===== src/verilog/acq_pkg.sv =====
// shared constants for the multimeter control FPGA
// register map, output word layout and SPI frame format
// SPI frame is 32 bits, MSB first: write flag, 7 bit address, 24 bit data
// no timescale here, package holds definitions only

package acq_pkg;

  ////////////////////////////////////////////////////////////////////////////
  // frame and register widths
  localparam int FRAME_W    = 32;
  localparam int ADDR_W     = 7;
  localparam int DATA_W     = 24;

  localparam int MODE_W     = 3;   // mode field
  localparam int SEQ_W      = 6;   // {pc_sw[1:0], azmux[3:0]}
  localparam int SEQ_IDX_W  = 2;   // up to four steps
  localparam int SEQ_N_W    = 3;
  localparam int HW_FLAGS_W = 4;

  // spi frame, raw shift word or decoded fields
  typedef union packed {
    logic [FRAME_W-1:0] raw;
    struct packed {
      logic              wr;     // bit 31
      logic [ADDR_W-1:0] addr;   // bits 30..24
      logic [DATA_W-1:0] data;   // bits 23..0
    } f;
  } acq_frame_t;

  ////////////////////////////////////////////////////////////////////////////
  // register map
  localparam logic [ADDR_W-1:0] REG_MODE      = 7'd0;
  localparam logic [ADDR_W-1:0] REG_DIRECT    = 7'd1;
  localparam logic [ADDR_W-1:0] REG_PRECHARGE = 7'd2;
  localparam logic [ADDR_W-1:0] REG_APERTURE  = 7'd3;
  localparam logic [ADDR_W-1:0] REG_SEQ_N     = 7'd4;
  localparam logic [ADDR_W-1:0] REG_SEQ0      = 7'd5;
  localparam logic [ADDR_W-1:0] REG_SEQ1      = 7'd6;
  localparam logic [ADDR_W-1:0] REG_SEQ2      = 7'd7;
  localparam logic [ADDR_W-1:0] REG_SEQ3      = 7'd8;
  localparam logic [ADDR_W-1:0] REG_TRIG      = 7'd9;   // bit 0 runs the sequencer
  localparam logic [ADDR_W-1:0] REG_STATUS    = 7'd10;  // read only

  localparam logic [MODE_W-1:0] MODE_DIRECT   = 3'd0;
  localparam logic [MODE_W-1:0] MODE_SEQ_MOCK = 3'd6;

  localparam logic [7:0] STATUS_MAGIC = 8'b10101010;
  localparam logic [2:0] CS_FPGA      = 3'b001;   // vector value selecting us

  ////////////////////////////////////////////////////////////////////////////
  // board output word, direct register uses the same layout
  localparam int OUT_W       = 19;
  localparam int LEDS_W      = 4;
  localparam int MONITOR_W   = 8;
  localparam int PC_SW_W     = 2;
  localparam int AZMUX_W     = 4;
  localparam int LEDS_LSB    = 0;
  localparam int MONITOR_LSB = 4;
  localparam int PC_SW_LSB   = 12;
  localparam int AZMUX_LSB   = 14;
  localparam int IRQ_BIT     = 18;

endpackage


===== src/verilog/spi_frame_rx.sv =====
// SPI slave, mode 0, MSB first, oversampled in the clk domain
// sck half period must be at least 4 clk cycles
// a frame is only passed on when exactly 32 bits were clocked in
// response is loaded when select asserts, so it is the previous frame's read

`timescale 1ns/1ps

module spi_frame_rx
  import acq_pkg::*;
(
  input  logic              clk,
  input  logic              rst_i,
  input  logic              sck_i,
  input  logic              cs_n_i,
  input  logic              sdi_i,
  input  logic [DATA_W-1:0] rd_data_i,
  output logic              sdo_o,
  output logic              frame_valid_o,
  output acq_frame_t        frame_o
);

  logic [2:0] sck_q;    // [1:0] sync, [2] for edge detect
  logic [2:0] cs_n_q;
  logic [1:0] sdi_q;    // same depth as sck, stays aligned

  logic sck_rise;
  logic sck_fall;
  logic cs_assert;
  logic cs_release;
  logic selected;

  logic [FRAME_W-1:0]       shift_in;
  logic [FRAME_W-1:0]       shift_out;
  logic [$clog2(FRAME_W):0] bit_cnt;   // saturates, so 33+ bits never match

  ////////////////////////////////////////////////////////////////////////////
  // synchronizers
  always_ff @(posedge clk) begin
    if (rst_i) begin
      sck_q  <= '0;    // mode 0 idles low
      cs_n_q <= '1;
      sdi_q  <= '0;
    end else begin
      sck_q  <= {sck_q[1:0], sck_i};
      cs_n_q <= {cs_n_q[1:0], cs_n_i};
      sdi_q  <= {sdi_q[0], sdi_i};
    end
  end

  assign sck_rise   =  sck_q[1] & ~sck_q[2];
  assign sck_fall   = ~sck_q[1] &  sck_q[2];
  assign cs_assert  = ~cs_n_q[1] &  cs_n_q[2];
  assign cs_release =  cs_n_q[1] & ~cs_n_q[2];
  assign selected   = ~cs_n_q[1];

  ////////////////////////////////////////////////////////////////////////////
  // shift in, count bits, emit frame on release
  always_ff @(posedge clk) begin
    if (rst_i) begin
      bit_cnt       <= '0;
      frame_valid_o <= 1'b0;
    end else begin
      frame_valid_o <= cs_release && (bit_cnt == FRAME_W);
      if (cs_assert) begin
        bit_cnt <= '0;                    // new frame
      end else if (selected && sck_rise && (bit_cnt != '1)) begin
        bit_cnt <= bit_cnt + 1'b1;
      end
    end
  end

  always_ff @(posedge clk) begin
    if (selected && sck_rise) begin
      shift_in <= {shift_in[FRAME_W-2:0], sdi_q[1]};
    end
    if (cs_release) begin
      frame_o.raw <= shift_in;            // payload, qualified by frame_valid_o
    end
  end

  // shift out on falling edges, first bit valid before the first rising edge
  always_ff @(posedge clk) begin
    if (rst_i) begin
      shift_out <= '0;                    // keeps the pin defined before first frame
    end else if (cs_assert) begin
      shift_out <= {{(FRAME_W-DATA_W){1'b0}}, rd_data_i};
    end else if (selected && sck_fall) begin
      shift_out <= {shift_out[FRAME_W-2:0], 1'b0};
    end
  end

  assign sdo_o = shift_out[FRAME_W-1];

endmodule


===== src/verilog/register_bank.sv =====
// control registers written and read over SPI frames
// writes take effect on the frame_valid cycle
// read data is registered the cycle after, so a read sees a write of the same frame
// status and unknown addresses ignore writes, unknown addresses read zero

`timescale 1ns/1ps

module register_bank
  import acq_pkg::*;
(
  input  logic                  clk,
  input  logic                  rst_i,
  input  logic                  frame_valid_i,
  input  acq_frame_t            frame_i,
  input  logic [HW_FLAGS_W-1:0] hw_flags_i,
  input  logic [SEQ_IDX_W-1:0]  sample_idx_last_i,
  output logic [DATA_W-1:0]     rd_data_o,
  output logic [MODE_W-1:0]     mode_o,
  output logic [DATA_W-1:0]     direct_o,
  output logic [DATA_W-1:0]     precharge_o,
  output logic [DATA_W-1:0]     aperture_o,
  output logic [SEQ_N_W-1:0]    seq_n_o,
  output logic [SEQ_W-1:0]      seq0_o,
  output logic [SEQ_W-1:0]      seq1_o,
  output logic [SEQ_W-1:0]      seq2_o,
  output logic [SEQ_W-1:0]      seq3_o,
  output logic                  run_o
);

  logic [ADDR_W-1:0] rd_addr;   // latched with the frame
  logic              rd_pend;
  logic [DATA_W-1:0] status;
  logic [DATA_W-1:0] rd_mux;

  ////////////////////////////////////////////////////////////////////////////
  // writes
  always_ff @(posedge clk) begin
    if (rst_i) begin
      mode_o      <= MODE_DIRECT;
      direct_o    <= '0;
      precharge_o <= '0;
      aperture_o  <= '0;
      seq_n_o     <= '0;
      seq0_o      <= '0;
      seq1_o      <= '0;
      seq2_o      <= '0;
      seq3_o      <= '0;
      run_o       <= 1'b0;
    end else if (frame_valid_i && frame_i.f.wr) begin
      case (frame_i.f.addr)
        REG_MODE:      mode_o      <= frame_i.f.data[MODE_W-1:0];
        REG_DIRECT:    direct_o    <= frame_i.f.data;
        REG_PRECHARGE: precharge_o <= frame_i.f.data;
        REG_APERTURE:  aperture_o  <= frame_i.f.data;
        REG_SEQ_N:     seq_n_o     <= frame_i.f.data[SEQ_N_W-1:0];
        REG_SEQ0:      seq0_o      <= frame_i.f.data[SEQ_W-1:0];
        REG_SEQ1:      seq1_o      <= frame_i.f.data[SEQ_W-1:0];
        REG_SEQ2:      seq2_o      <= frame_i.f.data[SEQ_W-1:0];
        REG_SEQ3:      seq3_o      <= frame_i.f.data[SEQ_W-1:0];
        REG_TRIG:      run_o       <= frame_i.f.data[0];
        default:       ;                 // status and holes
      endcase
    end
  end

  // status word, bits 15..14 and 23..19 spare
  assign status = {5'b0, seq_n_o, 2'b0, sample_idx_last_i, hw_flags_i, STATUS_MAGIC};

  ////////////////////////////////////////////////////////////////////////////
  // read return
  always_comb begin
    case (rd_addr)
      REG_MODE:      rd_mux = {{(DATA_W-MODE_W){1'b0}}, mode_o};
      REG_DIRECT:    rd_mux = direct_o;
      REG_PRECHARGE: rd_mux = precharge_o;
      REG_APERTURE:  rd_mux = aperture_o;
      REG_SEQ_N:     rd_mux = {{(DATA_W-SEQ_N_W){1'b0}}, seq_n_o};
      REG_SEQ0:      rd_mux = {{(DATA_W-SEQ_W){1'b0}}, seq0_o};
      REG_SEQ1:      rd_mux = {{(DATA_W-SEQ_W){1'b0}}, seq1_o};
      REG_SEQ2:      rd_mux = {{(DATA_W-SEQ_W){1'b0}}, seq2_o};
      REG_SEQ3:      rd_mux = {{(DATA_W-SEQ_W){1'b0}}, seq3_o};
      REG_TRIG:      rd_mux = {{(DATA_W-1){1'b0}}, run_o};
      REG_STATUS:    rd_mux = status;
      default:       rd_mux = '0;
    endcase
  end

  always_ff @(posedge clk) begin
    if (frame_valid_i) begin
      rd_addr <= frame_i.f.addr;
    end
  end

  always_ff @(posedge clk) begin
    if (rst_i) begin
      rd_pend   <= 1'b0;
      rd_data_o <= '0;                  // first frame after reset returns zero
    end else begin
      rd_pend <= frame_valid_i;
      if (rd_pend) begin
        rd_data_o <= rd_mux;            // after the write has landed
      end
    end
  end

endmodule


===== src/verilog/sequence_acquisition.sv =====
// precharge/aperture sequencer, stands in for the ADC with a mocked measure-valid
// precharge and aperture counts must be nonzero, a zero count wraps to 2^24 cycles
// each step lasts precharge + aperture cycles, N limited to 1..4
// all outputs registered and zero while run is low

`timescale 1ns/1ps

module sequence_acquisition
  import acq_pkg::*;
(
  input  logic                 clk,
  input  logic                 rst_i,
  input  logic                 run_i,
  input  logic [DATA_W-1:0]    precharge_i,
  input  logic [DATA_W-1:0]    aperture_i,
  input  logic [SEQ_N_W-1:0]   seq_n_i,
  input  logic [SEQ_W-1:0]     seq0_i,
  input  logic [SEQ_W-1:0]     seq1_i,
  input  logic [SEQ_W-1:0]     seq2_i,
  input  logic [SEQ_W-1:0]     seq3_i,
  output logic [PC_SW_W-1:0]   pc_sw_o,
  output logic [AZMUX_W-1:0]   azmux_o,
  output logic [LEDS_W-1:0]    leds_o,
  output logic [MONITOR_W-1:0] monitor_o,
  output logic                 meas_valid_o,
  output logic [SEQ_IDX_W-1:0] sample_idx_last_o
);

  // current state
  logic                 running;
  logic                 aperture;   // 0 precharge, 1 aperture
  logic [DATA_W-1:0]    cnt;        // cycles left in phase, minus one
  logic [SEQ_IDX_W-1:0] idx;

  // next state, outputs are registered from these
  logic                 nxt_running;
  logic                 nxt_aperture;
  logic [DATA_W-1:0]    nxt_cnt;
  logic [SEQ_IDX_W-1:0] nxt_idx;
  logic                 nxt_last;     // last aperture cycle

  logic [SEQ_N_W-1:0]   n_lim;
  logic [SEQ_IDX_W-1:0] idx_inc;
  logic [SEQ_W-1:0]     step_word;

  // clamp N to 1..4
  always_comb begin
    if (seq_n_i == '0) begin
      n_lim = 3'd1;
    end else if (seq_n_i > 3'd4) begin
      n_lim = 3'd4;
    end else begin
      n_lim = seq_n_i;
    end
  end

  // wrap at N
  assign idx_inc = ({1'b0, idx} + 3'd1 >= n_lim) ? '0 : idx + 1'b1;

  ////////////////////////////////////////////////////////////////////////////
  // two-phase FSM, next state
  always_comb begin
    nxt_running  = 1'b1;
    nxt_aperture = aperture;
    nxt_cnt      = cnt - 1'b1;
    nxt_idx      = idx;
    if (!run_i) begin
      nxt_running  = 1'b0;           // hold idle
      nxt_aperture = 1'b0;
      nxt_cnt      = '0;
      nxt_idx      = '0;
    end else if (!running) begin
      nxt_aperture = 1'b0;           // start at step 0, precharge
      nxt_cnt      = precharge_i - 1'b1;
      nxt_idx      = '0;
    end else if (cnt == '0) begin
      if (!aperture) begin
        nxt_aperture = 1'b1;
        nxt_cnt      = aperture_i - 1'b1;
      end else begin
        nxt_aperture = 1'b0;         // next step
        nxt_cnt      = precharge_i - 1'b1;
        nxt_idx      = idx_inc;
      end
    end
  end

  assign nxt_last = nxt_running & nxt_aperture & (nxt_cnt == '0);

  // word for the step about to be shown
  always_comb begin
    case (nxt_idx)
      2'd0:    step_word = seq0_i;
      2'd1:    step_word = seq1_i;
      2'd2:    step_word = seq2_i;
      default: step_word = seq3_i;
    endcase
  end

  ////////////////////////////////////////////////////////////////////////////
  // state and outputs
  always_ff @(posedge clk) begin
    if (rst_i) begin
      running           <= 1'b0;
      aperture          <= 1'b0;
      cnt               <= '0;
      idx               <= '0;
      pc_sw_o           <= '0;
      azmux_o           <= '0;
      leds_o            <= '0;
      monitor_o         <= '0;
      meas_valid_o      <= 1'b0;
      sample_idx_last_o <= '0;
    end else begin
      running      <= nxt_running;
      aperture     <= nxt_aperture;
      cnt          <= nxt_cnt;
      idx          <= nxt_idx;
      meas_valid_o <= nxt_last;
      if (nxt_last) begin
        sample_idx_last_o <= nxt_idx;
      end
      if (nxt_running) begin
        azmux_o   <= step_word[AZMUX_W-1:0];
        pc_sw_o   <= nxt_aperture ? step_word[SEQ_W-1 -: PC_SW_W] : '0;  // off in precharge
        leds_o    <= LEDS_W'(1) << nxt_idx;
        monitor_o <= {4'b0, nxt_idx, nxt_aperture, ~nxt_aperture};
      end else begin
        azmux_o   <= '0;
        pc_sw_o   <= '0;
        leds_o    <= '0;
        monitor_o <= '0;
      end
    end
  end

endmodule


===== src/verilog/acq_top.sv =====
// multimeter front end control FPGA, top level
// FPGA is selected by cs vector 001, shared spi lines are parked high then
// mode 0 drives the pins from the direct register, mode 6 from the sequencer
// any other mode holds every output at zero

`timescale 1ns/1ps

module acq_top
  import acq_pkg::*;
(
  input  logic                  clk,
  input  logic                  rst_i,
  input  logic                  sck_i,
  input  logic                  sdi_i,
  input  logic [2:0]            spi_cs_vec_i,
  input  logic [HW_FLAGS_W-1:0] hw_flags_i,
  output logic                  sdo_o,
  output logic                  spi_glb_clk_o,
  output logic                  spi_glb_mosi_o,
  output logic [LEDS_W-1:0]     leds_o,
  output logic [MONITOR_W-1:0]  monitor_o,
  output logic [PC_SW_W-1:0]    pc_sw_o,
  output logic [AZMUX_W-1:0]    azmux_o,
  output logic                  spi_interrupt_o
);

  logic fpga_sel;
  logic cs_n;

  acq_frame_t           frame;
  logic                 frame_valid;
  logic [DATA_W-1:0]    rd_data;
  logic [MODE_W-1:0]    mode;
  logic [DATA_W-1:0]    direct;
  logic [DATA_W-1:0]    precharge;
  logic [DATA_W-1:0]    aperture;
  logic [SEQ_N_W-1:0]   seq_n;
  logic [SEQ_W-1:0]     seq0;
  logic [SEQ_W-1:0]     seq1;
  logic [SEQ_W-1:0]     seq2;
  logic [SEQ_W-1:0]     seq3;
  logic                 run;

  logic [PC_SW_W-1:0]   sa_pc_sw;
  logic [AZMUX_W-1:0]   sa_azmux;
  logic [LEDS_W-1:0]    sa_leds;
  logic [MONITOR_W-1:0] sa_monitor;
  logic                 sa_meas_valid;
  logic [SEQ_IDX_W-1:0] sa_idx_last;

  logic [OUT_W-1:0]     seq_word;
  logic [OUT_W-1:0]     out_word;

  ////////////////////////////////////////////////////////////////////////////
  // spi line gating, silence shared lines while we are addressed
  assign fpga_sel       = (spi_cs_vec_i == CS_FPGA);
  assign spi_glb_clk_o  = fpga_sel ? 1'b1 : sck_i;    // park hi
  assign spi_glb_mosi_o = fpga_sel ? 1'b1 : sdi_i;    // park hi
  assign cs_n           = ~fpga_sel;                  // active lo

  spi_frame_rx i_spi_frame_rx (
    .clk           (clk),
    .rst_i         (rst_i),
    .sck_i         (sck_i),
    .cs_n_i        (cs_n),
    .sdi_i         (sdi_i),
    .rd_data_i     (rd_data),
    .sdo_o         (sdo_o),
    .frame_valid_o (frame_valid),
    .frame_o       (frame)
  );

  register_bank i_register_bank (
    .clk               (clk),
    .rst_i             (rst_i),
    .frame_valid_i     (frame_valid),
    .frame_i           (frame),
    .hw_flags_i        (hw_flags_i),
    .sample_idx_last_i (sa_idx_last),
    .rd_data_o         (rd_data),
    .mode_o            (mode),
    .direct_o          (direct),
    .precharge_o       (precharge),
    .aperture_o        (aperture),
    .seq_n_o           (seq_n),
    .seq0_o            (seq0),
    .seq1_o            (seq1),
    .seq2_o            (seq2),
    .seq3_o            (seq3),
    .run_o             (run)
  );

  sequence_acquisition i_sequence_acquisition (
    .clk               (clk),
    .rst_i             (rst_i),
    .run_i             (run),            // trig bit 0
    .precharge_i       (precharge),
    .aperture_i        (aperture),
    .seq_n_i           (seq_n),
    .seq0_i            (seq0),
    .seq1_i            (seq1),
    .seq2_i            (seq2),
    .seq3_i            (seq3),
    .pc_sw_o           (sa_pc_sw),
    .azmux_o           (sa_azmux),
    .leds_o            (sa_leds),
    .monitor_o         (sa_monitor),
    .meas_valid_o      (sa_meas_valid),
    .sample_idx_last_o (sa_idx_last)
  );

  ////////////////////////////////////////////////////////////////////////////
  // mode select, same layout for direct and sequencer words
  always_comb begin
    seq_word                             = '0;
    seq_word[LEDS_LSB +: LEDS_W]         = sa_leds;
    seq_word[MONITOR_LSB +: MONITOR_W]   = sa_monitor;
    seq_word[PC_SW_LSB +: PC_SW_W]       = sa_pc_sw;
    seq_word[AZMUX_LSB +: AZMUX_W]       = sa_azmux;
    seq_word[IRQ_BIT]                    = sa_meas_valid;   // interrupt per sample
    case (mode)
      MODE_DIRECT:   out_word = direct[OUT_W-1:0];
      MODE_SEQ_MOCK: out_word = seq_word;
      default:       out_word = '0;
    endcase
  end

  assign leds_o          = out_word[LEDS_LSB +: LEDS_W];
  assign monitor_o       = out_word[MONITOR_LSB +: MONITOR_W];
  assign pc_sw_o         = out_word[PC_SW_LSB +: PC_SW_W];
  assign azmux_o         = out_word[AZMUX_LSB +: AZMUX_W];
  assign spi_interrupt_o = out_word[IRQ_BIT];

endmodule


===== config.mk =====
export PLATFORM = sky130hd
export DESIGN_NAME = acq_top
export DESIGN_NICKNAME = d
export VERILOG_FILES = /design/src/verilog/acq_pkg.sv /design/src/verilog/spi_frame_rx.sv /design/src/verilog/register_bank.sv /design/src/verilog/sequence_acquisition.sv /design/src/verilog/acq_top.sv
export SDC_FILE = /design/constraint.sdc
export NUM_CORES = 1
export LEC_CHECK = 0
export ABC_AREA = 1
export BUFFER_PORTS_ARGS = -buffer_cell sky130_fd_sc_hd__buf_4
export CORE_UTILIZATION = 39
export DETAILED_ROUTE_END_ITERATION = 10
export PLACE_DENSITY = 0.63
export SYNTH_ARGS = -nofsm -noshare
export SYNTH_HDL_FRONTEND = slang
export SYNTH_SLANG_ARGS = --single-unit

===== constraint.sdc =====
create_clock -name clk -period 10.05 [get_ports clk]
set_clock_uncertainty 0.2 [all_clocks]
set_input_delay 0.5025 -clock clk [delete_from_list [all_inputs] [get_ports clk]]
set_output_delay 0.5025 -clock clk [all_outputs]
set_load 0.005 [all_outputs]

==> run_results.csv <==
group,metric,value,unit
outcome,status,"complete, no violations",
power_and_ir_drop,power_leakage,0.00615,uW
yosys,synthTopCellsByCount,"385 x nand2_1, 229 x nor2_1, 220 x dfxtp_1",
sta,tightest_slew,1010,ps
critical_path,arrival,3480,ps
floorplan,start_util,0.397,
yosys,synth_most_common_cell,"nand2_1",
sta,setup_tns,0,ps
yosys,ys_ff_latch,291,
power_and_ir_drop,p_int,1870,uW
floorplan,core,0.0345,sq mm
yosys,yosysUniqueCellTypes,51,
sta,setup_viol,0,
critical_path,path_class,"reg2reg",
final_layout,stdcell_count,2283,
routing,drc,0,
yosys,synth_top_area_frac,0.321,
final_layout,drive_gt1_frac,0.0782,
clock_network,clk_path_buf_depth,3,
worst_hold_path,min_path_type,"in2reg",
routing,drt_wl_total,43800,um
clock_network,cts_tree,"yes",
final_layout,antenna_cells,0,
yosys,ys_seq_area_frac,0.477,
yosys,synth_edf_count,71,
critical_path,cp_max_fo,14,
sta,clock.fmax,316,MHz
yosys,synth_area_leaders,"dfxtp_1 32%, edfxtp_1 16%, nand2_1 11%",
grt,grt_use_total,0.243,
yosys,ys_async_sr_fraction,0,
routing,viasPerCell,5.40,
critical_path,critPathBufInv,3,
job,maxCapViolations,0,
critical_path,crit_family,"simple AND/OR/NAND/NOR gates",
clock_network,clkTransAtPathRegs,60,ps
sta,rsz0062_at_grt,"no",
place,dp_cells,2221,
critical_path,crit_path_cell_trace,"nor3_1 -> inv_1 -> nor2_1 -> inv_1 -> nor2_1 -> inv_1 -> o221ai_1 -> nand2_1 -> a21oi_1",
floorplan,die_y,189,um
worst_hold_path,min_from,"rst_i",
yosys,avgSynthCellArea,7.61,sq um
critical_path,cpPeakStageDelay,590,ps
yosys,netlist_instances,1800,
place,io_buffers,32,
clock_network,root_buffer,"clkbuf_16",
critical_path,reg2reg_depth,9,
routing,wire_per_inst,19.2,um
yosys,synth_largest_area_cell,"dfxtp_1",
final_layout,postLayoutCoreUtil,0.444,
routing,first_pass_iters,5,
sta,fin_crit_sh,0.315,
place,place_congestion,1.02,
power_and_ir_drop,max-vdd-ir-drop,162,uV
critical_path,cp_common_cell,"inv_1",
critical_path,cp_data_required_time,10370,ps
power_and_ir_drop,p_comb_frac,0.016,
critical_path,worstReg2RegEnd,"i_register_bank.rd_data_o[7]$_SDFFE_PP0P_",
power_and_ir_drop,p_seq_frac,0.504,
critical_path,cp_slowest_cell,"nor2_1",
worst_hold_path,min_path_cells,2,
floorplan,rows,68,
clock_network,post_cts_resized,0,
power_and_ir_drop,p_clk_frac,0.480,
floorplan,die_w,189,um
clock_network,worstSkewPairLatency,590,ps
sta,final_hold_viol_count,0,
clock_network,postCtsSetupBuffers,0,
grt,grt_pass1_wl,67400,um
sta,finalCriticalPeriod,3160,ps
grt,antenna_found_initial,0,
clock_network,htreeDepth,1,
worst_hold_path,whs_endpoint,"i_register_bank.rd_pend$_SDFF_PP0_",
power_and_ir_drop,switching_share,0.214,
sta,slew_headroom,0.327,
routing,via_count,12300,
yosys,syn-num-nets,1820,
floorplan,die-area,0.0359,sq mm
final_layout,areaGrowthSynthToFinish,12.0,%
clock_network,cts.sink_count,291,
power_and_ir_drop,p_sw,509,uW
floorplan,ios,33,
grt,grt_start_max_net_pins,107,
sta,drv_slew,0,
critical_path,rr_startpoint,"i_register_bank.rd_addr[5]$_DFFE_PP_",
routing,initialDrtViolationCount,1113,
yosys,synthFlopType,"dfxtp_1",
yosys,ys_warn_count,0,
final_layout,layout.nets,1823,
power_and_ir_drop,p_per_area,155,mW/mm^2
critical_path,endpoint_kind,"flop",
clock_network,postCtsHoldBufs,4,
grt,grt_pass1_vias,11500,
clock_network,numCtsBuffers,31,
yosys,syn_area,0.0137,sq mm
critical_path,ff2ff_setup_slack,6890,ps
grt,gr-total-overflow,0,
critical_path,cp-start-kind,"flop",
place,dp_hpwl,33000,um
routing,ant_nets,0,
[layer usage]
layer | share of wire | up-vias | global-route usage
met5 | 0 | - | 0
li1 | - | 5983 | -
met2 | 0.44 | 439 | 0.377
met4 | 0.033 | 0 | 0.0837
met3 | 0.068 | 79 | 0.0363
met1 | 0.46 | 5829 | 0.343
[power groups by stage]
stage	Combinational (uW)	Sequential (uW)	Clock, uW
finish	37.9	1200	1140
global route	42.3	1200	1210
CTS	37.7	1200	1160
detailed placement	36.5	1230	0
global placement	36.2	1230	0
floorplan	25.2	1220	0
[metrics by stage]
stage	hold WS [ps]	power (uW)	setup WS, ps	instance area (sq um)
floorplan	186	1250	5990	13700
global placement	191	1260	7010	14300
detailed placement	195	1260	7000	14300
CTS	112	2400	6900	15400
global route	132	2450	6610	15400
finish	133	2380	6890	15400
[worst max-delay path by stage]
stage	startpoint	to	cells after the start
after global routing	i_register_bank.rd_addr[5]$_DFFE_PP_	i_register_bank.rd_data_o[2]$_SDFFE_PP0P_	11
after CTS	i_register_bank.mode_o[2]$_SDFFE_PP0P_	leds_o[1]	5
after detailed placement	i_register_bank.rd_addr[5]$_DFFE_PP_	i_register_bank.rd_data_o[14]$_SDFFE_PP0P_	9
final	i_register_bank.rd_addr[5]$_DFFE_PP_	i_register_bank.rd_data_o[7]$_SDFFE_PP0P_	9
after global placement	i_register_bank.aperture_o[5]$_SDFFE_PP0P_	i_sequence_acquisition.sample_idx_last_o[1]$_SDFFE_PP0P_	18
after floorplan	i_spi_frame_rx.cs_n_q[1]$_SDFF_PP1_	i_spi_frame_rx.bit_cnt[5]$_SDFFE_PP0P_	7
[kinds of logic (layout without fill, tap and decap cells)]
group | after synthesis | after routing | share of synthesized area
and+or+nand+nor | 800 | 800 | 0.253
AOI/OAI and AO/OA | 390 | 390 | 0.163
DFF | 291 | 291 | 0.477
buffers and inverters | 281 | 309 | 0.0797
xor gates and xnor gates | 29 | 29 | 0.0185
adders and majority gates | 9 | 9 | 0.00822
[state kept, by name (all words and copies together), names as in the netlist, 4 cells and up]
signal                            count
i_sequence_acquisition.monitor_o      4
i_register_bank.rd_addr               7
i_register_bank.seq1_o                6
i_register_bank.aperture_o           24
i_spi_frame_rx.bit_cnt                6
i_sequence_acquisition.cnt           24
i_register_bank.seq0_o                6
i_spi_frame_rx.shift_in              32
i_spi_frame_rx.shift_out             32
i_sequence_acquisition.leds_o         4
i_sequence_acquisition.azmux_o        4
i_spi_frame_rx.frame_o               32
i_register_bank.seq2_o                6
i_register_bank.seq3_o                6
i_register_bank.precharge_o          24
i_register_bank.rd_data_o            24
i_register_bank.direct_o             24
[cell type report]
type / instances / area (sq um)
clock buffers: 42 / 877
fillers: 3531 / 19200
flip-flops and latches: 291 / 6540
well taps: 455 / 569
clock inverters: 16 / 159
multi-input cells: 1228 / 6090
repair buffers: 44 / 340
inverters: 207 / 783
[cell usage in the layout, fill, tap and decap left out, drive strengths merged, types with 9 or more instances in the layout]
cell,count
edfxtp,71
nor2,246
buf,40
a311oi,22
dfxtp,220
o22ai,23
clkbuf,42
o211ai,9
nand2,395
o21ai,156
nand4,21
o2111ai,16
xor2,23
nand3,106
nor3,28
ha,9
a21oi,148
inv,206
Note: power is estimated with default switching activity, not from simulation.
